`src/common/fpu_cfg_pkg.sv`:
```
`default_nettype none

package fpu_cfg_pkg;

  // ----------------------------------------
  // datapath widths
  // ----------------------------------------
  localparam int FLEN = 64;                 // width of one fp register

  typedef logic [FLEN-1:0] flen_t;          // register-wide operand or result
  typedef logic [31:0]     sword_t;         // single precision value

  // ----------------------------------------
  // commit tag carried through the pipe
  // ----------------------------------------
  localparam int CMT_ID_W = 6;
  localparam int GRP_W    = 4;
  localparam int RNID_W   = 7;

  typedef logic [CMT_ID_W-1:0] cmt_id_t;    // commit id
  typedef logic [GRP_W-1:0]    grp_id_t;    // dispatch group mask
  typedef logic [RNID_W-1:0]   rnid_t;      // rename register id

  typedef enum logic {
    GPR = 1'b0,
    FPR = 1'b1
  } reg_type_e;

  localparam sword_t CANON_NAN_S = 32'h7fc0_0000;
  localparam flen_t  CANON_NAN_D = 64'h7ff8_0000_0000_0000;

  localparam int PIPE_LAT = 3;              // decode, execute, writeback

endpackage

`default_nettype wire

```
`src/common/fpu_op_pkg.sv`:
```
`default_nettype none

package fpu_op_pkg;

  // ----------------------------------------
  // operation codes, codes 9..15 are illegal
  // ----------------------------------------
  typedef enum logic [3:0] {
    OP_FSGNJ  = 4'd0,
    OP_FSGNJN = 4'd1,
    OP_FSGNJX = 4'd2,
    OP_FMIN   = 4'd3,
    OP_FMAX   = 4'd4,
    OP_FEQ    = 4'd5,
    OP_FLT    = 4'd6,
    OP_FLE    = 4'd7,
    OP_FCLASS = 4'd8
  } fpu_op_e;

  typedef enum logic {
    FMT_S = 1'b0,                           // fp32, nan-boxed in a 64-bit register
    FMT_D = 1'b1
  } fmt_e;

  // NV DZ OF UF NX, msb first
  typedef logic [4:0] fflags_t;

  localparam int FFLAG_NV = 4;

  // ----------------------------------------
  // fclass one-hot mask
  // ----------------------------------------
  typedef logic [9:0] classmask_t;

  localparam int CLS_NEG_INF  = 0;
  localparam int CLS_NEG_NORM = 1;
  localparam int CLS_NEG_SUB  = 2;
  localparam int CLS_NEG_ZERO = 3;
  localparam int CLS_POS_ZERO = 4;
  localparam int CLS_POS_SUB  = 5;
  localparam int CLS_POS_NORM = 6;
  localparam int CLS_POS_INF  = 7;
  localparam int CLS_SNAN     = 8;
  localparam int CLS_QNAN     = 9;

endpackage

`default_nettype wire

```
`src/noncomp/fpu_classify.sv`:
```
`default_nettype none

module fpu_classify (
  input  fpu_cfg_pkg::flen_t      i_operand,
  input  fpu_op_pkg::fmt_e        i_fmt,
  output fpu_op_pkg::classmask_t  o_class,
  output logic                    o_is_nan,
  output logic                    o_is_snan,
  output logic                    o_is_zero
);
  import fpu_op_pkg::*;

  logic w_sign;
  logic w_exp_ones;
  logic w_exp_zero;
  logic w_man_zero;
  logic w_quiet;           // msb of the mantissa
  logic w_is_inf;
  logic w_is_sub;
  logic w_is_norm;

  // field extraction for the selected format
  always_comb begin
    if (i_fmt == FMT_D) begin
      w_sign     = i_operand[63];
      w_exp_ones = &i_operand[62:52];
      w_exp_zero = ~|i_operand[62:52];
      w_man_zero = ~|i_operand[51:0];
      w_quiet    = i_operand[51];
    end else begin
      w_sign     = i_operand[31];
      w_exp_ones = &i_operand[30:23];
      w_exp_zero = ~|i_operand[30:23];
      w_man_zero = ~|i_operand[22:0];
      w_quiet    = i_operand[22];
    end
  end

  assign w_is_inf  = w_exp_ones & w_man_zero;
  assign o_is_nan  = w_exp_ones & ~w_man_zero;
  assign o_is_snan = o_is_nan & ~w_quiet;
  assign o_is_zero = w_exp_zero & w_man_zero;
  assign w_is_sub  = w_exp_zero & ~w_man_zero;
  assign w_is_norm = ~w_exp_ones & ~w_exp_zero;

  always_comb begin
    o_class               = '0;
    o_class[CLS_NEG_INF]  = w_is_inf & w_sign;
    o_class[CLS_NEG_NORM] = w_is_norm & w_sign;
    o_class[CLS_NEG_SUB]  = w_is_sub & w_sign;
    o_class[CLS_NEG_ZERO] = o_is_zero & w_sign;
    o_class[CLS_POS_ZERO] = o_is_zero & ~w_sign;
    o_class[CLS_POS_SUB]  = w_is_sub & ~w_sign;
    o_class[CLS_POS_NORM] = w_is_norm & ~w_sign;
    o_class[CLS_POS_INF]  = w_is_inf & ~w_sign;
    o_class[CLS_SNAN]     = o_is_snan;               // sign ignored for nans
    o_class[CLS_QNAN]     = o_is_nan & w_quiet;
  end

endmodule

`default_nettype wire

```
`src/noncomp/fpu_noncomp_exec.sv`:
```
`default_nettype none

module fpu_noncomp_exec (
  input  logic                   i_clk,
  input  logic                   i_rst_n,
  input  logic                   i_valid,
  input  fpu_op_pkg::fpu_op_e    i_op,
  input  fpu_op_pkg::fmt_e       i_fmt,
  input  fpu_cfg_pkg::flen_t     i_rs1,
  input  fpu_cfg_pkg::flen_t     i_rs2,
  input  fpu_cfg_pkg::cmt_id_t   i_cmt_id,
  input  fpu_cfg_pkg::grp_id_t   i_grp_id,
  input  fpu_cfg_pkg::rnid_t     i_rnid,
  input  fpu_cfg_pkg::reg_type_e i_reg_type,
  output logic                   o_valid,
  output fpu_op_pkg::fpu_op_e    o_op,
  output fpu_op_pkg::fmt_e       o_fmt,
  output fpu_cfg_pkg::flen_t     o_result,
  output fpu_op_pkg::fflags_t    o_fflags,
  output fpu_cfg_pkg::cmt_id_t   o_cmt_id,
  output fpu_cfg_pkg::grp_id_t   o_grp_id,
  output fpu_cfg_pkg::rnid_t     o_rnid,
  output fpu_cfg_pkg::reg_type_e o_reg_type
);
  import fpu_cfg_pkg::*;
  import fpu_op_pkg::*;

  classmask_t  w_class_a;
  logic        w_nan_a, w_snan_a, w_zero_a;
  logic        w_nan_b, w_snan_b, w_zero_b;
  logic        w_sgn_a, w_sgn_b;
  logic [62:0] w_mag_a, w_mag_b;
  logic        w_any_nan, w_any_snan;
  logic        w_eq;
  logic        w_lt_total;    // -0 below +0, used by min/max
  logic        w_lt;          // ieee lt, zeros compare equal
  flen_t       w_canon;
  flen_t       w_result;
  fflags_t     w_fflags;

  fpu_classify cls_a (
    .i_operand (i_rs1),
    .i_fmt     (i_fmt),
    .o_class   (w_class_a),
    .o_is_nan  (w_nan_a),
    .o_is_snan (w_snan_a),
    .o_is_zero (w_zero_a)
  );

  fpu_classify cls_b (
    .i_operand (i_rs2),
    .i_fmt     (i_fmt),
    .o_class   (),
    .o_is_nan  (w_nan_b),
    .o_is_snan (w_snan_b),
    .o_is_zero (w_zero_b)
  );

  // ----------------------------------------
  // sign / magnitude split
  // ----------------------------------------
  assign w_sgn_a = (i_fmt == FMT_D) ? i_rs1[63] : i_rs1[31];
  assign w_sgn_b = (i_fmt == FMT_D) ? i_rs2[63] : i_rs2[31];
  assign w_mag_a = (i_fmt == FMT_D) ? i_rs1[62:0] : {32'h0, i_rs1[30:0]};
  assign w_mag_b = (i_fmt == FMT_D) ? i_rs2[62:0] : {32'h0, i_rs2[30:0]};
  assign w_canon = (i_fmt == FMT_D) ? CANON_NAN_D : {{(FLEN-32){1'b0}}, CANON_NAN_S};

  assign w_any_nan  = w_nan_a | w_nan_b;
  assign w_any_snan = w_snan_a | w_snan_b;

  // upper word is zero for fp32, so a full compare works for both formats
  assign w_eq = (i_rs1 == i_rs2) | (w_zero_a & w_zero_b);

  assign w_lt_total = (w_sgn_a != w_sgn_b) ? w_sgn_a :
                      w_sgn_a              ? (w_mag_a > w_mag_b) :
                                             (w_mag_a < w_mag_b);
  assign w_lt = w_lt_total & ~(w_zero_a & w_zero_b);

  always_comb begin
    w_result = '0;
    w_fflags = '0;
    case (i_op)
      OP_FSGNJ, OP_FSGNJN, OP_FSGNJX : begin
        w_result = i_rs1;
        if (i_fmt == FMT_D) begin
          w_result[63] = (i_op == OP_FSGNJ)  ? w_sgn_b :
                         (i_op == OP_FSGNJN) ? ~w_sgn_b : (w_sgn_a ^ w_sgn_b);
        end else begin
          w_result[31] = (i_op == OP_FSGNJ)  ? w_sgn_b :
                         (i_op == OP_FSGNJN) ? ~w_sgn_b : (w_sgn_a ^ w_sgn_b);
        end
      end
      OP_FMIN, OP_FMAX : begin
        if (w_nan_a & w_nan_b) begin
          w_result = w_canon;
        end else if (w_nan_a) begin
          w_result = i_rs2;                          // the other operand wins
        end else if (w_nan_b) begin
          w_result = i_rs1;
        end else if (i_op == OP_FMIN) begin
          w_result = w_lt_total ? i_rs1 : i_rs2;
        end else begin
          w_result = w_lt_total ? i_rs2 : i_rs1;
        end
        w_fflags[FFLAG_NV] = w_any_snan;
      end
      OP_FEQ : begin
        w_result[0]        = w_eq & ~w_any_nan;
        w_fflags[FFLAG_NV] = w_any_snan;             // quiet compare
      end
      OP_FLT : begin
        w_result[0]        = w_lt & ~w_any_nan;
        w_fflags[FFLAG_NV] = w_any_nan;              // signaling compare
      end
      OP_FLE : begin
        w_result[0]        = (w_lt | w_eq) & ~w_any_nan;
        w_fflags[FFLAG_NV] = w_any_nan;
      end
      OP_FCLASS : begin
        w_result[CLS_QNAN:0] = w_class_a;
      end
      default : begin
        w_result = '0;
      end
    endcase
  end

  always_ff @(posedge i_clk or negedge i_rst_n) begin
    if (!i_rst_n) begin
      o_valid <= 1'b0;
    end else begin
      o_valid <= i_valid;
    end
  end

  always_ff @(posedge i_clk) begin
    if (i_valid) begin
      o_op       <= i_op;
      o_fmt      <= i_fmt;
      o_result   <= w_result;
      o_fflags   <= w_fflags;
      o_cmt_id   <= i_cmt_id;
      o_grp_id   <= i_grp_id;
      o_rnid     <= i_rnid;
      o_reg_type <= i_reg_type;
    end
  end

endmodule

`default_nettype wire

```
`src/hw/fpu_decode_stage.sv`:
```
`default_nettype none

module fpu_decode_stage (
  input  logic                   i_clk,
  input  logic                   i_rst_n,
  input  logic                   i_valid,
  input  fpu_op_pkg::fpu_op_e    i_op,
  input  fpu_op_pkg::fmt_e       i_fmt,
  input  fpu_cfg_pkg::flen_t     i_rs1,
  input  fpu_cfg_pkg::flen_t     i_rs2,
  input  fpu_cfg_pkg::cmt_id_t   i_cmt_id,
  input  fpu_cfg_pkg::grp_id_t   i_grp_id,
  input  fpu_cfg_pkg::rnid_t     i_rnid,
  input  fpu_cfg_pkg::reg_type_e i_reg_type,
  output logic                   o_valid,
  output fpu_op_pkg::fpu_op_e    o_op,
  output fpu_op_pkg::fmt_e       o_fmt,
  output fpu_cfg_pkg::flen_t     o_rs1,
  output fpu_cfg_pkg::flen_t     o_rs2,
  output fpu_cfg_pkg::cmt_id_t   o_cmt_id,
  output fpu_cfg_pkg::grp_id_t   o_grp_id,
  output fpu_cfg_pkg::rnid_t     o_rnid,
  output fpu_cfg_pkg::reg_type_e o_reg_type
);
  import fpu_cfg_pkg::*;
  import fpu_op_pkg::*;

  logic  w_legal;
  logic  w_issue;
  flen_t w_rs1;
  flen_t w_rs2;

  // fp32 operand must be nan-boxed, otherwise it reads as the canonical nan.
  // upper word is cleared so later stages only look at the low word
  function automatic flen_t unbox(input flen_t rs, input fmt_e fmt);
    flen_t res;
    if (fmt == FMT_D) begin
      res = rs;
    end else if (&rs[FLEN-1:32]) begin
      res = {{(FLEN-32){1'b0}}, rs[31:0]};
    end else begin
      res = {{(FLEN-32){1'b0}}, CANON_NAN_S};
    end
    return res;
  endfunction

  always_comb begin
    case (i_op)
      OP_FSGNJ, OP_FSGNJN, OP_FSGNJX,
      OP_FMIN, OP_FMAX,
      OP_FEQ, OP_FLT, OP_FLE,
      OP_FCLASS : w_legal = 1'b1;
      default   : w_legal = 1'b0;                  // dropped silently
    endcase
  end

  assign w_issue = i_valid & w_legal;
  assign w_rs1   = unbox(i_rs1, i_fmt);
  assign w_rs2   = unbox(i_rs2, i_fmt);

  always_ff @(posedge i_clk or negedge i_rst_n) begin
    if (!i_rst_n) begin
      o_valid <= 1'b0;
    end else begin
      o_valid <= w_issue;
    end
  end

  always_ff @(posedge i_clk) begin
    if (w_issue) begin
      o_op       <= i_op;
      o_fmt      <= i_fmt;
      o_rs1      <= w_rs1;
      o_rs2      <= w_rs2;
      o_cmt_id   <= i_cmt_id;
      o_grp_id   <= i_grp_id;
      o_rnid     <= i_rnid;
      o_reg_type <= i_reg_type;
    end
  end

endmodule

`default_nettype wire

```
`src/hw/fpu_writeback_stage.sv`:
```
`default_nettype none

module fpu_writeback_stage (
  input  logic                   i_clk,
  input  logic                   i_rst_n,
  input  logic                   i_valid,
  input  fpu_op_pkg::fpu_op_e    i_op,
  input  fpu_op_pkg::fmt_e       i_fmt,
  input  fpu_cfg_pkg::flen_t     i_result,
  input  fpu_op_pkg::fflags_t    i_fflags,
  input  fpu_cfg_pkg::cmt_id_t   i_cmt_id,
  input  fpu_cfg_pkg::grp_id_t   i_grp_id,
  input  fpu_cfg_pkg::rnid_t     i_rnid,
  input  fpu_cfg_pkg::reg_type_e i_reg_type,
  output logic                   o_valid,
  output fpu_cfg_pkg::flen_t     o_result,
  output fpu_op_pkg::fflags_t    o_fflags,
  output fpu_cfg_pkg::cmt_id_t   o_cmt_id,
  output fpu_cfg_pkg::grp_id_t   o_grp_id,
  output fpu_cfg_pkg::rnid_t     o_rnid,
  output fpu_cfg_pkg::reg_type_e o_reg_type
);
  import fpu_cfg_pkg::*;
  import fpu_op_pkg::*;

  flen_t w_result;

  always_comb begin
    case (i_op)
      OP_FSGNJ, OP_FSGNJN, OP_FSGNJX, OP_FMIN, OP_FMAX : begin
        w_result = (i_fmt == FMT_D) ? i_result :
                   {{(FLEN-32){1'b1}}, i_result[31:0]};   // nan-box fp32
      end
      default : begin
        // compare and fclass go to the integer file
        w_result = {{(FLEN-CLS_QNAN-1){1'b0}}, i_result[CLS_QNAN:0]};
      end
    endcase
  end

  always_ff @(posedge i_clk or negedge i_rst_n) begin
    if (!i_rst_n) begin
      o_valid    <= 1'b0;
      o_result   <= '0;
      o_fflags   <= '0;
      o_cmt_id   <= '0;
      o_grp_id   <= '0;
      o_rnid     <= '0;
      o_reg_type <= GPR;
    end else begin
      o_valid <= i_valid;
      if (i_valid) begin                                 // data hold otherwise
        o_result   <= w_result;
        o_fflags   <= i_fflags;
        o_cmt_id   <= i_cmt_id;
        o_grp_id   <= i_grp_id;
        o_rnid     <= i_rnid;
        o_reg_type <= i_reg_type;
      end
    end
  end

endmodule

`default_nettype wire

```
`src/hw/fpu_noncomp_top.sv`:
```
`default_nettype none

// three stages with one register each, so a legal op leaves
// fpu_cfg_pkg::PIPE_LAT cycles after it was sampled
module fpu_noncomp_top (
  input  logic                  i_clk,
  input  logic                  i_rst_n,
  input  logic                  i_valid,
  input  fpu_op_pkg::fpu_op_e   i_op,
  input  fpu_op_pkg::fmt_e      i_fmt,
  input  fpu_cfg_pkg::flen_t    i_rs1,
  input  fpu_cfg_pkg::flen_t    i_rs2,
  input  fpu_cfg_pkg::cmt_id_t  i_cmt_id,
  input  fpu_cfg_pkg::grp_id_t  i_grp_id,
  input  fpu_cfg_pkg::rnid_t    i_rnid,
  input  fpu_cfg_pkg::reg_type_e i_reg_type,
  output logic                  o_valid,
  output fpu_cfg_pkg::flen_t    o_result,
  output fpu_op_pkg::fflags_t   o_fflags,
  output fpu_cfg_pkg::cmt_id_t  o_cmt_id,
  output fpu_cfg_pkg::grp_id_t  o_grp_id,
  output fpu_cfg_pkg::rnid_t    o_rnid,
  output fpu_cfg_pkg::reg_type_e o_reg_type
);
  import fpu_cfg_pkg::*;
  import fpu_op_pkg::*;

  // ----------------------------------------
  // decode -> execute
  // ----------------------------------------
  logic      d_valid;
  fpu_op_e   d_op;
  fmt_e      d_fmt;
  flen_t     d_rs1;
  flen_t     d_rs2;
  cmt_id_t   d_cmt_id;
  grp_id_t   d_grp_id;
  rnid_t     d_rnid;
  reg_type_e d_reg_type;

  // ----------------------------------------
  // execute -> writeback
  // ----------------------------------------
  logic      e_valid;
  fpu_op_e   e_op;
  fmt_e      e_fmt;
  flen_t     e_result;
  fflags_t   e_fflags;
  cmt_id_t   e_cmt_id;
  grp_id_t   e_grp_id;
  rnid_t     e_rnid;
  reg_type_e e_reg_type;

  fpu_decode_stage u_decode (
    .i_clk      (i_clk),
    .i_rst_n    (i_rst_n),
    .i_valid    (i_valid),
    .i_op       (i_op),
    .i_fmt      (i_fmt),
    .i_rs1      (i_rs1),
    .i_rs2      (i_rs2),
    .i_cmt_id   (i_cmt_id),
    .i_grp_id   (i_grp_id),
    .i_rnid     (i_rnid),
    .i_reg_type (i_reg_type),
    .o_valid    (d_valid),
    .o_op       (d_op),
    .o_fmt      (d_fmt),
    .o_rs1      (d_rs1),
    .o_rs2      (d_rs2),
    .o_cmt_id   (d_cmt_id),
    .o_grp_id   (d_grp_id),
    .o_rnid     (d_rnid),
    .o_reg_type (d_reg_type)
  );

  fpu_noncomp_exec u_exec (
    .i_clk      (i_clk),
    .i_rst_n    (i_rst_n),
    .i_valid    (d_valid),
    .i_op       (d_op),
    .i_fmt      (d_fmt),
    .i_rs1      (d_rs1),
    .i_rs2      (d_rs2),
    .i_cmt_id   (d_cmt_id),
    .i_grp_id   (d_grp_id),
    .i_rnid     (d_rnid),
    .i_reg_type (d_reg_type),
    .o_valid    (e_valid),
    .o_op       (e_op),
    .o_fmt      (e_fmt),
    .o_result   (e_result),
    .o_fflags   (e_fflags),
    .o_cmt_id   (e_cmt_id),
    .o_grp_id   (e_grp_id),
    .o_rnid     (e_rnid),
    .o_reg_type (e_reg_type)
  );

  fpu_writeback_stage u_writeback (
    .i_clk      (i_clk),
    .i_rst_n    (i_rst_n),
    .i_valid    (e_valid),
    .i_op       (e_op),
    .i_fmt      (e_fmt),
    .i_result   (e_result),
    .i_fflags   (e_fflags),
    .i_cmt_id   (e_cmt_id),
    .i_grp_id   (e_grp_id),
    .i_rnid     (e_rnid),
    .i_reg_type (e_reg_type),
    .o_valid    (o_valid),
    .o_result   (o_result),
    .o_fflags   (o_fflags),
    .o_cmt_id   (o_cmt_id),
    .o_grp_id   (o_grp_id),
    .o_rnid     (o_rnid),
    .o_reg_type (o_reg_type)
  );

endmodule

`default_nettype wire

```
`config.mk`:
```
export PLATFORM = sky130hd
export DESIGN_NAME = fpu_noncomp_top
export DESIGN_NICKNAME = d
export VERILOG_FILES = /design/src/common/fpu_cfg_pkg.sv /design/src/common/fpu_op_pkg.sv /design/src/noncomp/fpu_classify.sv /design/src/noncomp/fpu_noncomp_exec.sv /design/src/hw/fpu_decode_stage.sv /design/src/hw/fpu_writeback_stage.sv /design/src/hw/fpu_noncomp_top.sv
export SDC_FILE = /design/constraint.sdc
export NUM_CORES = 1
export LEC_CHECK = 0
export BUFFER_PORTS_ARGS = -buffer_cell sky130_fd_sc_hd__buf_2
export CAP_MARGIN = 20
export CORE_MARGIN = 2
export CORE_UTILIZATION = 33
export DETAILED_ROUTE_END_ITERATION = 7
export PLACE_DENSITY = 0.5
export REMOVE_ABC_BUFFERS = 1
export SLEW_MARGIN = 0
export SYNTH_ARGS = -nofsm -noshare
export SYNTH_HDL_FRONTEND = slang
export SYNTH_SLANG_ARGS = --single-unit
```
`constraint.sdc`:
```
create_clock -name i_clk -period 8.9 [get_ports i_clk]
set_input_delay 0.445 -clock i_clk [delete_from_list [all_inputs] [get_ports i_clk]]
set_output_delay 0.445 -clock i_clk [all_outputs]
set_load 0.02 [all_outputs]
```
After elaboration in Yosys (flattened, before gate mapping)
Memory sizes are Yosys's and may differ from the RTL's.
Index checks and enable logic that the tools add are counted.
Storage, ports and cells
  register bits after elaboration: 325
  memory bits (read-only): 16
  bits of input ports: 154
  output and inout bits: 88
  logic and storage cells: 146
  memories kept: 1
Cells by class
  magnitude comparators: 2
  equal/unequal tests: 14
  mux-type cells: 35
  bitwise gates (word level): 40
  reduce and logical (&&, ||, !) cells: 29
Memories
  (name not given): words 16, bits a word 1, rd ports 1, clocked after memory_dff 0, wr ports 0, RTL line fpu_decode_stage.sv:48  | case (i_op)
Operators by type and width (count)
  64-bit 2-to-1 mux: 10
  63-bit 2-to-1 mux: 3
  54-bit case mux with 2 select lines: 1
  52-bit OR reduction: 2
  64-bit equality test: 1
  32-bit 2-to-1 mux: 2
  32-bit AND reduction: 2
  63-bit > comparator: 1
  63-bit less-than comparator: 1
  23-bit OR reduction: 2
  9-bit case mux with 3 select lines: 1
  1-bit AND: 25
  11-bit AND reduction: 2
  11-bit OR reduction: 2
  4-bit by 3-bit equality test with 1-bit output (second input constant): 5
  4-bit by 2-bit equality test with 1-bit output (second input constant): 4
  1-bit 2-to-1 mux: 16
  8-bit AND reduction: 2
  8-bit OR reduction: 2
  1-bit inverter: 10
  4-bit by 1-bit equality test with 1-bit output (second input constant): 2
  1-bit logical NOT: 8
  4-bit logical NOT: 2
  1-bit case mux with 6 select lines: 1
  other kinds (8): 13

Logic depth before layout (Yosys ltp)
Gate-level depths: netlist of run 1.
  depth after elaboration: 10
  mapped depth: 19
  gate-level depth less buffers: 12

Hierarchy
Synthesis of run 1 repeated with hierarchy kept, for this count alone.
Second synthesis, totals
  cells, all modules: 1274
  area total of the unflattened synthesis: 16059.2 um^2
By module, submodules not included
  fpu_noncomp_exec: instances 1, cells each 606, area each 6271.0 um^2, sequential area each 2667.6 um^2
  fpu_decode_stage: instances 1, cells each 317, area each 5565.3 um^2, sequential area each 4559.4 um^2
  fpu_writeback_stage: instances 1, cells each 233, area each 3492.1 um^2, sequential area each 2202.1 um^2
  fpu_classify: instances 2, cells each 59, area each 365.4 um^2, sequential area each 0.0 um^2

Worst setup path after synthesis of run 1
OpenSTA, ideal clock, no wires.
  path type: input port to flip-flop
  from: in i_op[1]
  to: reg u_decode.o_cmt_id[0], enable pin
  library setup time: 0.530 ns
  arrival time: 4.167 ns
  required time: 8.370 ns
  slack: 4.203 ns
  cell stages on the path: 2
  path buffers: 0
  cell sequence: o31ai_1 and2_1
Between the ends
  cells in the longest elaborated chain, start to end: 2
Ends and longest elaborated chain
  start, declared: RTL line fpu_noncomp_top.sv:9  | input fpu_op_pkg::fpu_op_e i_op,
  memory 16 x 1 bit
  1-bit AND: RTL line fpu_decode_stage.sv:57  | assign w_issue = i_valid & w_legal;
  net u_decode.w_issue: RTL line fpu_decode_stage.sv:29  | logic w_issue;
  end signal, assigned: RTL line fpu_decode_stage.sv:75  | o_cmt_id <= i_cmt_id;
  end, declared: RTL line fpu_decode_stage.sv:20  | output fpu_cfg_pkg::cmt_id_t o_cmt_id,
The timed path passes the listed nets, and every way through them passes these cells.
A chain may end at the register's enable or synchronous reset.

Worst setup path after layout of run 1
  from: reg u_decode.o_fmt
  to: reg u_exec.o_result[63] (data pin)
Between the ends
  cells in the longest elaborated chain, start to end: 10
  elaborated cells between the ends (all ways): 30
  classes of those cells: order compare (2); eq/ne (1); mux (20); bitwise (7)
Ends and longest elaborated chain
  start, declared: RTL line fpu_decode_stage.sv:17  | output fpu_op_pkg::fmt_e o_fmt,
  start signal, assigned: RTL line fpu_decode_stage.sv:72  | o_fmt <= i_fmt;
  63-bit 2-to-1 mux (on tied branches): RTL line fpu_noncomp_exec.sv:64, fpu_noncomp_exec.sv:65
  63-bit less-than comparator or 63-bit > comparator (tied branches): RTL line fpu_noncomp_exec.sv:76, fpu_noncomp_exec.sv:75
  1-bit 2-to-1 mux: RTL line fpu_noncomp_exec.sv:75  | w_sgn_a ? (w_mag_a > w_mag_b) :
  1-bit 2-to-1 mux: RTL line fpu_noncomp_exec.sv:74  | assign w_lt_total = (w_sgn_a != w_sgn_b) ? w_sgn_a :
  64-bit 2-to-1 mux (on tied branches): RTL line fpu_noncomp_exec.sv:103, fpu_noncomp_exec.sv:101
  64-bit 2-to-1 mux: RTL line fpu_noncomp_exec.sv:100  | end else if (i_op == OP_FMIN) begin
  64-bit 2-to-1 mux: RTL line fpu_noncomp_exec.sv:98  | end else if (w_nan_b) begin
  64-bit 2-to-1 mux: RTL line fpu_noncomp_exec.sv:96  | end else if (w_nan_a) begin
  64-bit 2-to-1 mux: RTL line fpu_noncomp_exec.sv:94  | if (w_nan_a & w_nan_b) begin
  54-bit case mux with 2 select lines (*): RTL line fpu_noncomp_exec.sv:82  | case (i_op)
  net u_exec.w_result[63]: RTL line fpu_noncomp_exec.sv:38  | flen_t w_result;
  end signal, assigned: RTL line fpu_noncomp_exec.sv:140  | o_result <= w_result;
  end, declared: RTL line fpu_noncomp_exec.sv:18  | output fpu_cfg_pkg::flen_t o_result,
The timed path passes the listed nets; every way through them passes the cells marked *.

==> results of run 1 <==
## how the worst min path moves through the flow
| stage | from | end | slack (ns) | depth (start not counted) |
|---|---|---|---|---|
| 2_1_floorplan | i_rst_n | u_decode.o_valid$_DFF_PN0_ | 0.15 | 0 |
| 3_3_place_gp | i_rst_n | u_writeback.o_rnid[5]$_DFFE_PN0P_ | 0.37 | 1 |
| 3_5_place_dp | i_rst_n | u_writeback.o_rnid[5]$_DFFE_PN0P_ | 0.38 | 1 |
| 4_1_cts | i_rnid[4] | u_decode.o_rnid[4]$_DFFE_PP_ | 0.04 | 1 |
| 5_1_grt | i_rnid[1] | u_decode.o_rnid[1]$_DFFE_PP_ | 0.05 | 1 |
| 6_report | i_cmt_id[0] | u_decode.o_cmt_id[0]$_DFFE_PP_ | 0.08 | 1 |
## through the flow
stage	hold WS (ns)	setup slack, ns	util	power (uW)	std cells
global route	0.0464	3.84	0.395	4200	2208
floorplan	0.149	3.91	-	2320	1275
global placement	0.373	4.19	0.370	2600	2138
finish	0.0758	4.11	0.395	4010	2208
detailed placement	0.376	4.16	0.370	2610	2139
CTS	0.0394	4.15	0.394	4070	2207
## cells by family after synthesis
| family | synth area share |
|---|---|
| muxes | 0.0236 |
| AOI/OAI and AO/OA | 0.103 |
| xor gates and xnor gates | 0.0189 |
| other | 0.000238 |
| adders and majority gates | 0.0500 |
| DFF | 0.591 |
| buffers and inverters | 0.0426 |
| and+or+nand+nor | 0.170 |
## power breakdown
group	switching, uW	internal [uW]	total [uW]
Sequential	140	1810	1950
Combinational	371	251	621
Clock	610	824	1430
Total	1120	2890	4010
## cells in the final DEF, fill, tap and decap left out, drive strengths merged, types with 30 or more instances in the layout
cell type,n
dfrtp,86
nor2b,80
a22o,55
xnor2,32
inv,98
clkbuf,54
o22ai,34
nand2,94
nor4,41
nor2,52
buf,250
ha,63
a21oi,35
and2,95
nand4,50
o21ai,45
edfxtp,239
mux2,30
## sequential cells by signal, summed over array words and instances, names as in the netlist, 4 cells and up
signal	count
u_decode.o_rs1	64
u_writeback.o_rnid	7
u_decode.o_cmt_id	6
u_writeback.o_result	64
u_writeback.o_grp_id	4
u_writeback.o_cmt_id	6
u_decode.o_grp_id	4
u_decode.o_op	4
u_exec.o_rnid	7
u_decode.o_rnid	7
u_exec.o_cmt_id	6
u_exec.o_grp_id	4
u_decode.o_rs2	64
u_exec.o_result	64
u_exec.o_op	4
## synthesized netlist by cell type, drive strengths merged, types with 3 or more instances
cell type / count / area, um^2
and2: 95 / 594
nand3: 20 / 100
o21ai: 45 / 229
mux2: 30 / 338
buf: 22 / 156
clkbuf: 40 / 151
nand3b: 3 / 22.5
o211ai: 3 / 22.5
a221o: 9 / 90.1
nor3: 21 / 115
ha: 63 / 788
inv: 97 / 364
o31ai: 3 / 22.5
a211oi: 4 / 30.0
dfrtp: 86 / 2150
a21oi: 35 / 190
or2: 21 / 131
nand4: 50 / 325
or4: 3 / 22.5
nand2: 94 / 353
o2bb2ai: 6 / 52.6
nor4: 41 / 257
mux2i: 3 / 33.8
a21boi: 3 / 22.5
nor2: 52 / 195
xnor2: 32 / 280
o22ai: 34 / 213
edfxtp: 239 / 7180
a221oi: 3 / 26.3
nor2b: 80 / 500
or3: 3 / 18.8
o21a: 12 / 90.1
a22o: 55 / 482
## layout make-up
| type | instances | area, um^2 |
|---|---|---|
| inverter | 97 | 364 |
| multi-input combinational | 853 | 5810 |
| clock buffer | 54 | 1050 |
| tap | 615 | 769 |
| sequential | 325 | 9330 |
| fill | 4675 | 28700 |
| clock inverter | 13 | 78.8 |
| timing repair buffer | 251 | 1310 |
## worst register-to-register path, delay by kind of cell, from the launching register on
| kind | cells | cell delay (ns) |
|---|---|---|
| adder cells (fa/ha/maj) | 1 | 0.33 |
| AO/OA/AOI/OAI | 3 | 1.64 |
| buffers and inverters | 1 | 0.57 |
| flip-flops | 1 | 0.31 |
| AND/OR/NAND/NOR | 5 | 1.79 |
## repair_timing
item                                   CTS  global route
endpoints found under the hold margin   19             0
setup endpoints to repair                0             0
hold buffers                             1             0
buffers inserted                         0             0
## per-layer routing
metal | global-route usage | share of wire
met1 | 0.277 | 0.49
met2 | 0.280 | 0.43
met3 | 0.0401 | 0.059
met4 | 0.0502 | 0.021
met5 | 0 | 0
==> summary.md, run 1 <==
| Metric | Value |
|---|---|
| Worst setup path startpoint | u_decode.o_fmt$_DFFE_PP_ |
| Mapped Cells | 1334 |
| Fin area | 0.0187 mm^2 |
| Clock Latency Late Sink | 0.56 ns |
| Final slew viol count | 0 |
| # port buffers | 237 |
| GRT Resource Usage Total | 0.188 |
| CTS tree | done |
| Critical Path Stages | 10 |
| Drt wl/cell | 21.2 um |
| Vias/cell | 5.04 |
| Synthesized flop and latch total | 325 |
| Post-Syn Area | 0.0158 mm^2 |
| # H-tree levels | 2 |
| Die Area | 0.0496 mm^2 |
| Worst min path class | input pin to register |
| Drt first pass iters | 5 |
| Initial antenna violation count | 0 |
| Peak supply drop | 0.000102 V |
| DRC Markers | 0 |
| Slew @ Worst Pin | 1.09 ns |
| Slew margin rel. | 0.269 |
| Row count | 80 |
| Number of global-route vias before repair | 11200 |
| Max-cap violations | 0 |
| Crit path DAT | 5.18 ns |
| Vert. Die Dim | 223 um |
| Top FF cell, synth | edfxtp_1 |
| Power density cells | 214 mW/mm^2 |
| Worst Setup EP | u_exec.o_result[63]$_DFFE_PP_ |
| RSZ-0062 raised after global routing | no |
| Reg-to-Reg Start | u_decode.o_fmt$_DFFE_PP_ |
| Crit Path Class | register to register |
| Nets@finish | 1782 |
| Skew final | 0.0250 ns |
| N_diodes | 0 |
| Largest net degree at the start of global routing | 86 |
| Post-synth EDFFs | 239 |
| Sum of negative setup slack | 0 ns |
| CP top delay family | simple AND/OR/NAND/NOR gates |
| DRT iter0 DRCs | 791 |
| Overflow after GRT | 0 |
| Starting density of the core | 0.332 |
| Leakage Power | 0.00732 uW |
| CP Capture Type | register |
| PostCTS Resize Cnt | 0 |
| Syn Area/Cell | 11.8 um^2 |
| Final setup vio count | 0 |
| CP max stage delay | 0.93 ns |
| Outcome | complete, no violations |
| Routed Antenna Nets | 0 |
| Maximum clock frequency | 0.209 GHz |
| Register area share after synthesis | 0.591 |
| Layout area overhead | 18.7% |
| Drt total wl | 46800 um |
| Period minus WS final | 4.79 ns |
| Startpoint Class | register |
| Buffers & Inverters on Critical Path | 1 |
| DP Area | 0.0176 mm^2 |
| Vias | 11100 |
| Max Buffers Root-to-Sink | 3 |
| R2R setup slack | 4.11 ns |
| Io pins | 242 |
| Slowest stage cell, crit path | a21oi_4 |
| Synth warn | 0 |
| Clock-pin slew on the worst setup and hold paths | 0.06 ns |
| Tcrit/Tclk final | 0.538 |
| CTS Root Cell | clkbuf_16 |
| Num CTS Buffers | 37 |
| RD Place Congestion | 0.972 |
| Most used cell, CP | nand2_1 |
| Crit-path max FO | 79 |
| R2R depth | 10 |
| Worst path cell trace | buf_4, nand2_1, ha_1, nand4_1, nor3_1, nand2_1, nor4_1, o21ai_0, a21oi_4, a221o_1 |
| Synth cell types | 67 |
| Synth async-reset ratio | 0.265 |
| Layout cells sized above 1 | 0.229 |
| Core ar. | 0.0474 mm^2 |
| Critical Path RT | 9.29 ns |
| Die width | 223 um |
| Endpoints failing hold | 0 |
| First-pass GRT wire length | 70700 um |
| Detailed Place HPWL | 34700 um |
| Reg2Reg Capture Point | u_exec.o_result[63]$_DFFE_PP_ |
| Clock sinks | 325 |
Power figures use the tool's default switching activity.
==> run 2: changes to the inputs <==
- PLACE_DENSITY: 0.5 -> 0.52
- clock period: 8.9 -> 4.4 ns (I/O delays scaled with it)
==> run 2 against run 1 <==
Against the previous run: critical path depth rose by 3; register-to-register slack got worse by 3.8 ns; combinational power rose by 120%; clock power rose by 120%; clock-buffer cell count fell by 5; via count rose by 7.7%; sequential share of layout area fell by 4.2 points; critical endpoint is now u_exec.o_result[5]$_DFFE_PP_; first-iteration DRC count rose by 5.8%; sequential power rose by 100%; total power rose by 110%.
==> summary.md, run 2 (synthesis gave the netlist of run 1 again) <==
| Metric | Value |
|---|---|
| Outcome | complete, no violations |
| Worst min path class | input pin to register |
| Core ar. | 0.0474 mm^2 (unchanged) |
| Maximum clock frequency | 0.245 GHz (+17%) |
| Endpoints failing hold | 0 (unchanged) |
| Row count | 80 (unchanged) |
| Die width | 223 um (unchanged) |
| Worst setup path startpoint | u_decode.o_fmt$_DFFE_PP_ |
| Multi-input logic area | 0.00580 mm^2 (-0.13%) |
| PostCTS Resize Cnt | 0 (unchanged) |
| DRC Markers | 0 (unchanged) |
| RD Place Congestion | 0.924 (-5.0%) |
| Largest net degree at the start of global routing | 77 (-10%) |
| # H-tree levels | 2 (unchanged) |
| Max Buffers Root-to-Sink | 3 (unchanged) |
| Number of global-route vias before repair | 12100 (+7.9%) |
| Storage cell area | 0.00933 mm^2 (unchanged) |
| Die Area | 0.0496 mm^2 (unchanged) |
| Slew margin rel. | 0.376 (+0.107) |
| Drt wl/cell | 20.7 um (-2.3%) |
| Clock power share | 0.366 (+0.008) |
| Period minus WS final | 4.08 ns (-0.712 ns) |
| Crit-path max FO | 67 (-15%) |
| CTS tree | done |
| # port buffers | 237 (unchanged) |
| Skew final | 0.0206 ns (-0.00442 ns) |
| Io pins | 242 (unchanged) |
| Power Internal | 6120 uW (+110%) |
| Num CTS Buffers | 38 (+2.7%) |
| Nets@finish | 1949 (+9.4%) |
| Routed Antenna Nets | 0 (unchanged) |
| Crit path DAT | 4.38 ns (-0.80 ns) |
| DRT iter0 DRCs | 837 (+5.8%) |
| Leakage Power | 0.00809 uW (+10%) |
| Startpoint Class | register |
| Commonest non-fill, non-tap cell in the layout | edfxtp_1 |
| Initial antenna violation count | 0 (unchanged) |
| Final slew viol count | 0 (unchanged) |
| Layout cells sized above 1 | 0.222 (-0.00684) |
| N_diodes | 0 (unchanged) |
| Switching part of the total | 0.274 (-0.00538) |
| Reg-to-Reg Start | u_decode.o_fmt$_DFFE_PP_ |
| Vert. Die Dim | 223 um (unchanged) |
| Clock-pin slew on the worst setup and hold paths | 0.06 ns (about the same) |
| CP Capture Type | register |
| Layout area overhead | 29.5% |
| Max-cap violations | 0 (unchanged) |
| Slowest stage cell, crit path | nor3_1 |
| Worst path cell trace | buf_12, and2_1, ha_1, nand4_1, nor3_1, a211oi_1, o2bb2ai_1, or4_1, and3_1, a21oi_4, or2_1, buf_4, a221o_1 |
| Critical hold path startpoint | i_rs1[0] |
| Setup slack after layout | 0.323 ns (-3.79 ns) |
| Clock Latency Late Sink | 0.55 ns (about the same) |
| RSZ-0062 raised after global routing | no |
| Tcrit/Tclk final | 0.926 (+0.388) |
| Final setup vio count | 0 (unchanged) |
| Vias | 12000 (+7.7%) |
| GRT Resource Usage Total | 0.196 (+0.00835) |
| Peak supply drop | 0.000233 V (+130%) |
| Detailed Place HPWL | 35600 um (+2.4%) |
| Drt total wl | 49100 um (+5.1%) |
| Power density cells | 413 mW/mm^2 (+93%) |
| Clock sinks | 325 (unchanged) |
| Post-place setup slack | 0.384 ns (-3.78 ns) |
| Overflow after GRT | 0 (unchanged) |
| Sequential power share | 0.470 (-0.017) |
| Starting density of the core | 0.332 (unchanged) |
| Critical Path RT | 4.70 ns (-4.59 ns) |
| Drt first pass iters | 6 (+1) |
| CTS Root Cell | clkbuf_16 |
| Fin area | 0.0204 mm^2 (+9.1%) |
| DP Area | 0.0177 mm^2 (+0.97%) |
| Sw Pwr | 2310 uW (+110%) |
| Placed cell count | 2161 (+1.0%) |
| Fill cells | 4529 (-3.1%) |
| Crit Path Class | register to register |
| Slew @ Worst Pin | 0.927 ns (-0.166 ns) |
| CP max stage delay | 0.45 ns (-0.48 ns) |
| Logic pwr share | 0.164 (+0.009) |
| Total power | 8430 uW (+110%) |
| Final non-filler cell total | 2374 (+7.5%) |
| Vias/cell | 5.05 (+0.13%) |
| Commonest cells after routing, fill and taps aside | edfxtp_1 (239), buf_2 (236), dlygate4sd3_1 (146) |
| First-pass GRT wire length | 74400 um (+5.4%) |
[run 2: metrics by stage]
stage | hold WS [ns] | utilization | TNS [ns]
after global placement | 0.344 | 0.374 | 0
after floorplan | -0.0756 | - | -44.86
after detailed placement | 0.351 | 0.374 | 0
after global routing | 0.0152 | 0.430 | 0
after CTS | 0.0107 | 0.430 | 0
final | 0.0246 | 0.430 | 0
[run 2: power groups by stage]
stage	logic, uW	registers [uW]	clock network [uW]
global placement	1260	4020	0
floorplan	612	4080	0
finish	1380	3960	3090
CTS	1390	3960	3190
global route	1510	4000	3300
detailed placement	1280	4020	0
[run 2: final timing paths]
kind	slack, ns	depth (start not counted)	endpoint
min in group asynchronous	0.26	2	u_writeback.o_cmt_id[0]$_DFFE_PN0P_
min	0.02	2	u_decode.o_rs1[0]$_DFFE_PP_
max	0.32	13	u_exec.o_result[5]$_DFFE_PP_
min reg2reg	0.42	0	u_exec.o_cmt_id[4]$_DFFE_PP_
max in group asynchronous	3.12	3	u_exec.o_valid$_DFF_PN0_
max reg2reg	0.32	13	u_exec.o_result[5]$_DFFE_PP_
[run 2: repair_timing]
item / CTS / global route
endpoints found under the hold margin: 196 / 0
setup endpoints to repair: 0 / 0
buffers inserted: 0 / 0
hold buffers: 146 / 0
[run 2: final cells by class]
class                   count  area share
inverters                  97      0.0178
clock buffers              49      0.0506
flip-flops and latches    325       0.457
clock inverters            18     0.00925
well taps                 615      0.0377
repair buffers            417       0.143
multi-input cells         853       0.284
[run 2: critical path: cells and delay by family (launching register included)]
family                   cells  cell delay, ns
adder cells (fa/ha/maj)      1            0.31
AND/OR/NAND/NOR              6            1.62
flip-flops                   1            0.42
buffers and inverters        2            0.46
AO/OA/AOI/OAI                4            0.98
[run 2: routing by layer]
layer,GRT usage,wire length (um),vias up
li1,-,-,5660
met1,0.288,23500,5833
met2,0.292,21200,400
met3,0.0382,2960,87
met4,0.0619,1390,0
met5,0,0,-
==> run 3: changes to the inputs <==
==> constraint.sdc (replaced) <==
create_clock -name i_clk -period 4.4 [get_ports i_clk]
set_input_delay 0.66 -clock i_clk [delete_from_list [all_inputs] [get_ports i_clk]]
set_output_delay 0.66 -clock i_clk [all_outputs]
set_load 0.02 [all_outputs]
==> run 3 against run 2 <==
Against the previous run: highest routed layer is now met5; sequential cell count unchanged; worst setup slack better by 0.048 ns; first-iteration DRC count up 6.2%; worst hold slack better by 0.18 ns; utilization down 2.9 points; total power down 0.59%.
==> summary.md, run 3 (synthesis gave the netlist of run 1 again) <==
| Metric | Value |
|---|---|
| Peak supply drop | 0.000244 V (+4.9%) |
| CTS Hold Bufs | 0 (-100%) |
| CP Capture Type | register |
| RSZ-0062 raised after global routing | no |
| Nets@finish | 1806 (-7.3%) |
| Drt total wl | 47300 um (-3.7%) |
| Clock sinks | 325 (unchanged) |
| Die width | 223 um (unchanged) |
| Die Area | 0.0496 mm^2 (unchanged) |
| CTS tree | done |
| CP top delay family | simple AND/OR/NAND/NOR gates |
| Critical Path RT | 4.70 ns (about the same) |
| Drt first pass iters | 8 (+2) |
| Period minus WS final | 4.03 ns (-0.0475 ns) |
| Initial antenna violation count | 1 (+1) |
| Io pins | 242 (unchanged) |
| Met3 GRT Util | 0.0391 (+0.000926) |
| Num CTS Buffers | 38 (unchanged) |
| Max Buffers Root-to-Sink | 3 (unchanged) |
| Placed cell count | 2164 (+0.14%) |
| DRC Markers | 0 (unchanged) |
| Setup slack after layout | 0.371 ns (+0.0475 ns) |
| Crit path DAT | 4.33 ns (-0.05 ns) |
| Outcome | complete, no violations |
| Fill cells | 4642 (+2.5%) |
| Grt met1 use | 0.281 (-0.00718) |
| Clock power share | 0.375 (+0.009) |
| Sequential power share | 0.471 (about the same) |
| Clock-pin slew on the worst setup and hold paths | 0.06 ns (about the same) |
| Tcrit/Tclk final | 0.916 (-0.0108) |
| Power Internal | 6080 uW (-0.67%) |
| CTS Root Cell | clkbuf_16 |
| Worst path cell trace | buf_12, and2_1, ha_1, a21oi_1, o21ai_0, a211o_1, or3_1, or4_1, and3_1, buf_4, o211ai_1, a311oi_1, or3b_2 |
| Switching part of the total | 0.275 (+0.000586) |
| N_diodes | 0 (unchanged) |
| Maximum clock frequency | 0.248 GHz (+1.2%) |
| Core ar. | 0.0474 mm^2 (unchanged) |
| Clock Latency Late Sink | 0.56 ns (about the same) |
| Leakage Power | 0.00750 uW (-7.2%) |
| Worst min path class | input pin to async pin |
| Crit-path max FO | 62 (-7.5%) |
| GRT busiest layer | met1 |
| Largest net degree at the start of global routing | 80 (+3.9%) |
| Routed Antenna Nets | 0 (unchanged) |
| R2R setup slack | 0.37 ns (+0.05 ns) |
| Slew margin rel. | 0.315 (-0.0611) |
| Overflow after GRT | 0 (unchanged) |
| Crit Path Class | register to register |
| Layout area overhead | 20.6% |
| Power density cells | 440 mW/mm^2 (+6.7%) |
| Total power | 8380 uW (-0.59%) |
| # H-tree levels | 2 (unchanged) |
| Final non-filler cell total | 2233 (-5.9%) |
| Buffers & Inverters on Critical Path | 2 (unchanged) |
| RD Place Congestion | 0.973 (+5.3%) |
| # port buffers | 237 (unchanged) |
| Layout cells sized above 1 | 0.244 (+0.0212) |
| Startpoint Class | register |
| Post-place setup slack | 0.244 ns (-0.140 ns) |
| GRT Resource Usage Total | 0.190 (-0.00606) |
| Min Hold Slack | 0.206 ns (+0.182 ns) |
| Row count | 80 (unchanged) |
| Detailed Place HPWL | 35900 um (+0.79%) |
| Sw Pwr | 2300 uW (-0.38%) |
| Logic pwr share | 0.153 (-0.011) |
| Final setup vio count | 0 (unchanged) |
| GRT met2 Usage | 0.279 (-0.0131) |
| CP max stage delay | 0.53 ns (+0.08 ns) |
| Vias/cell | 5.10 (+1.1%) |
| Drt wl/cell | 21.2 um (+2.4%) |
| Vias | 11400 (-4.9%) |
| Vert. Die Dim | 223 um (unchanged) |
| Number of global-route vias before repair | 11500 (-4.9%) |
| First-pass GRT wire length | 71600 um (-3.9%) |
| Skew final | 0.0158 ns (-0.00475 ns) |
| Final Core Density | 0.401 (-0.0294) |
| Commonest non-fill, non-tap cell in the layout | edfxtp_1 |
| Commonest cells after routing, fill and taps aside | edfxtp_1 (239), buf_2 (236), inv_1 (97) |
| Starting density of the core | 0.332 (unchanged) |
| Endpoints failing hold | 0 (unchanged) |
| Max-cap violations | 0 (unchanged) |
| Slowest stage cell, crit path | edfxtp_1 |
| Slew @ Worst Pin | 1.02 ns (+0.0967 ns) |
| Multi-input logic area | 0.00581 mm^2 (about the same) |
| DRT iter0 DRCs | 889 (+6.2%) |
| Storage cell area | 0.00933 mm^2 (unchanged) |
| Final slew viol count | 0 (unchanged) |
-- run 3: changes by cell type in the layout (fill, tap and decap cells not counted), sizes merged --
cell	change
clkinv	-1
dlygate4sd3	-146
clkbuf	+3
buf	+3
-- run 3: per-stage QoR --
step	cell area, um^2	setup TNS, ns
after floorplan	15500	-111.74
after global placement	17800	0
after detailed placement	17800	0
after CTS	19000	0
after global routing	19000	0
final	19000	0
-- run 3: final cells by class --
class / count / share of cell area
Sequential cell: 325 / 0.490
Multi-Input combinational cell: 853 / 0.305
Timing Repair Buffer: 274 / 0.0790
Clock buffer: 52 / 0.0560
Tap cell: 615 / 0.0404
Inverter: 97 / 0.0191
Clock inverter: 17 / 0.00960
-- run 3: layer usage --
layer,vias to the layer above,share of wire
met5,-,0.00027
met4,2,0.028
met3,85,0.066
met2,423,0.43
met1,5491,0.48
li1,5388,-
-- run 3: path summary, 6_finish.rpt --
path / start / to / cells after the start
setup reg to reg: u_decode.o_fmt$_DFFE_PP_ / u_exec.o_result[0]$_DFFE_PP_ / 13
max in group asynchronous: i_rst_n / u_writeback.o_result[48]$_DFFE_PN0P_ / 2
hold reg to reg: u_decode.o_cmt_id[1]$_DFFE_PP_ / u_exec.o_cmt_id[1]$_DFFE_PP_ / 0
setup / recovery: u_decode.o_fmt$_DFFE_PP_ / u_exec.o_result[0]$_DFFE_PP_ / 13
hold / removal: i_rst_n / u_writeback.o_rnid[5]$_DFFE_PN0P_ / 1
min in group i_clk: i_cmt_id[3] / u_decode.o_cmt_id[3]$_DFFE_PP_ / 1
-- run 3: timing repair --
item | 4_1_cts | 5_1_grt
buffers inserted | 0 | 0
endpoints found under the setup margin | 0 | 7
resized for setup | 0 | 1
-- run 3: power groups by stage --
stage               Sequential (uW)  Combinational [uW]  Clock (uW)
detailed placement             4010                1290           0
global route                   3990                1410        3370
CTS                            3950                1290        3250
finish                         3950                1280        3150
floorplan                      4080                 612           0
global placement               4010                1260           0
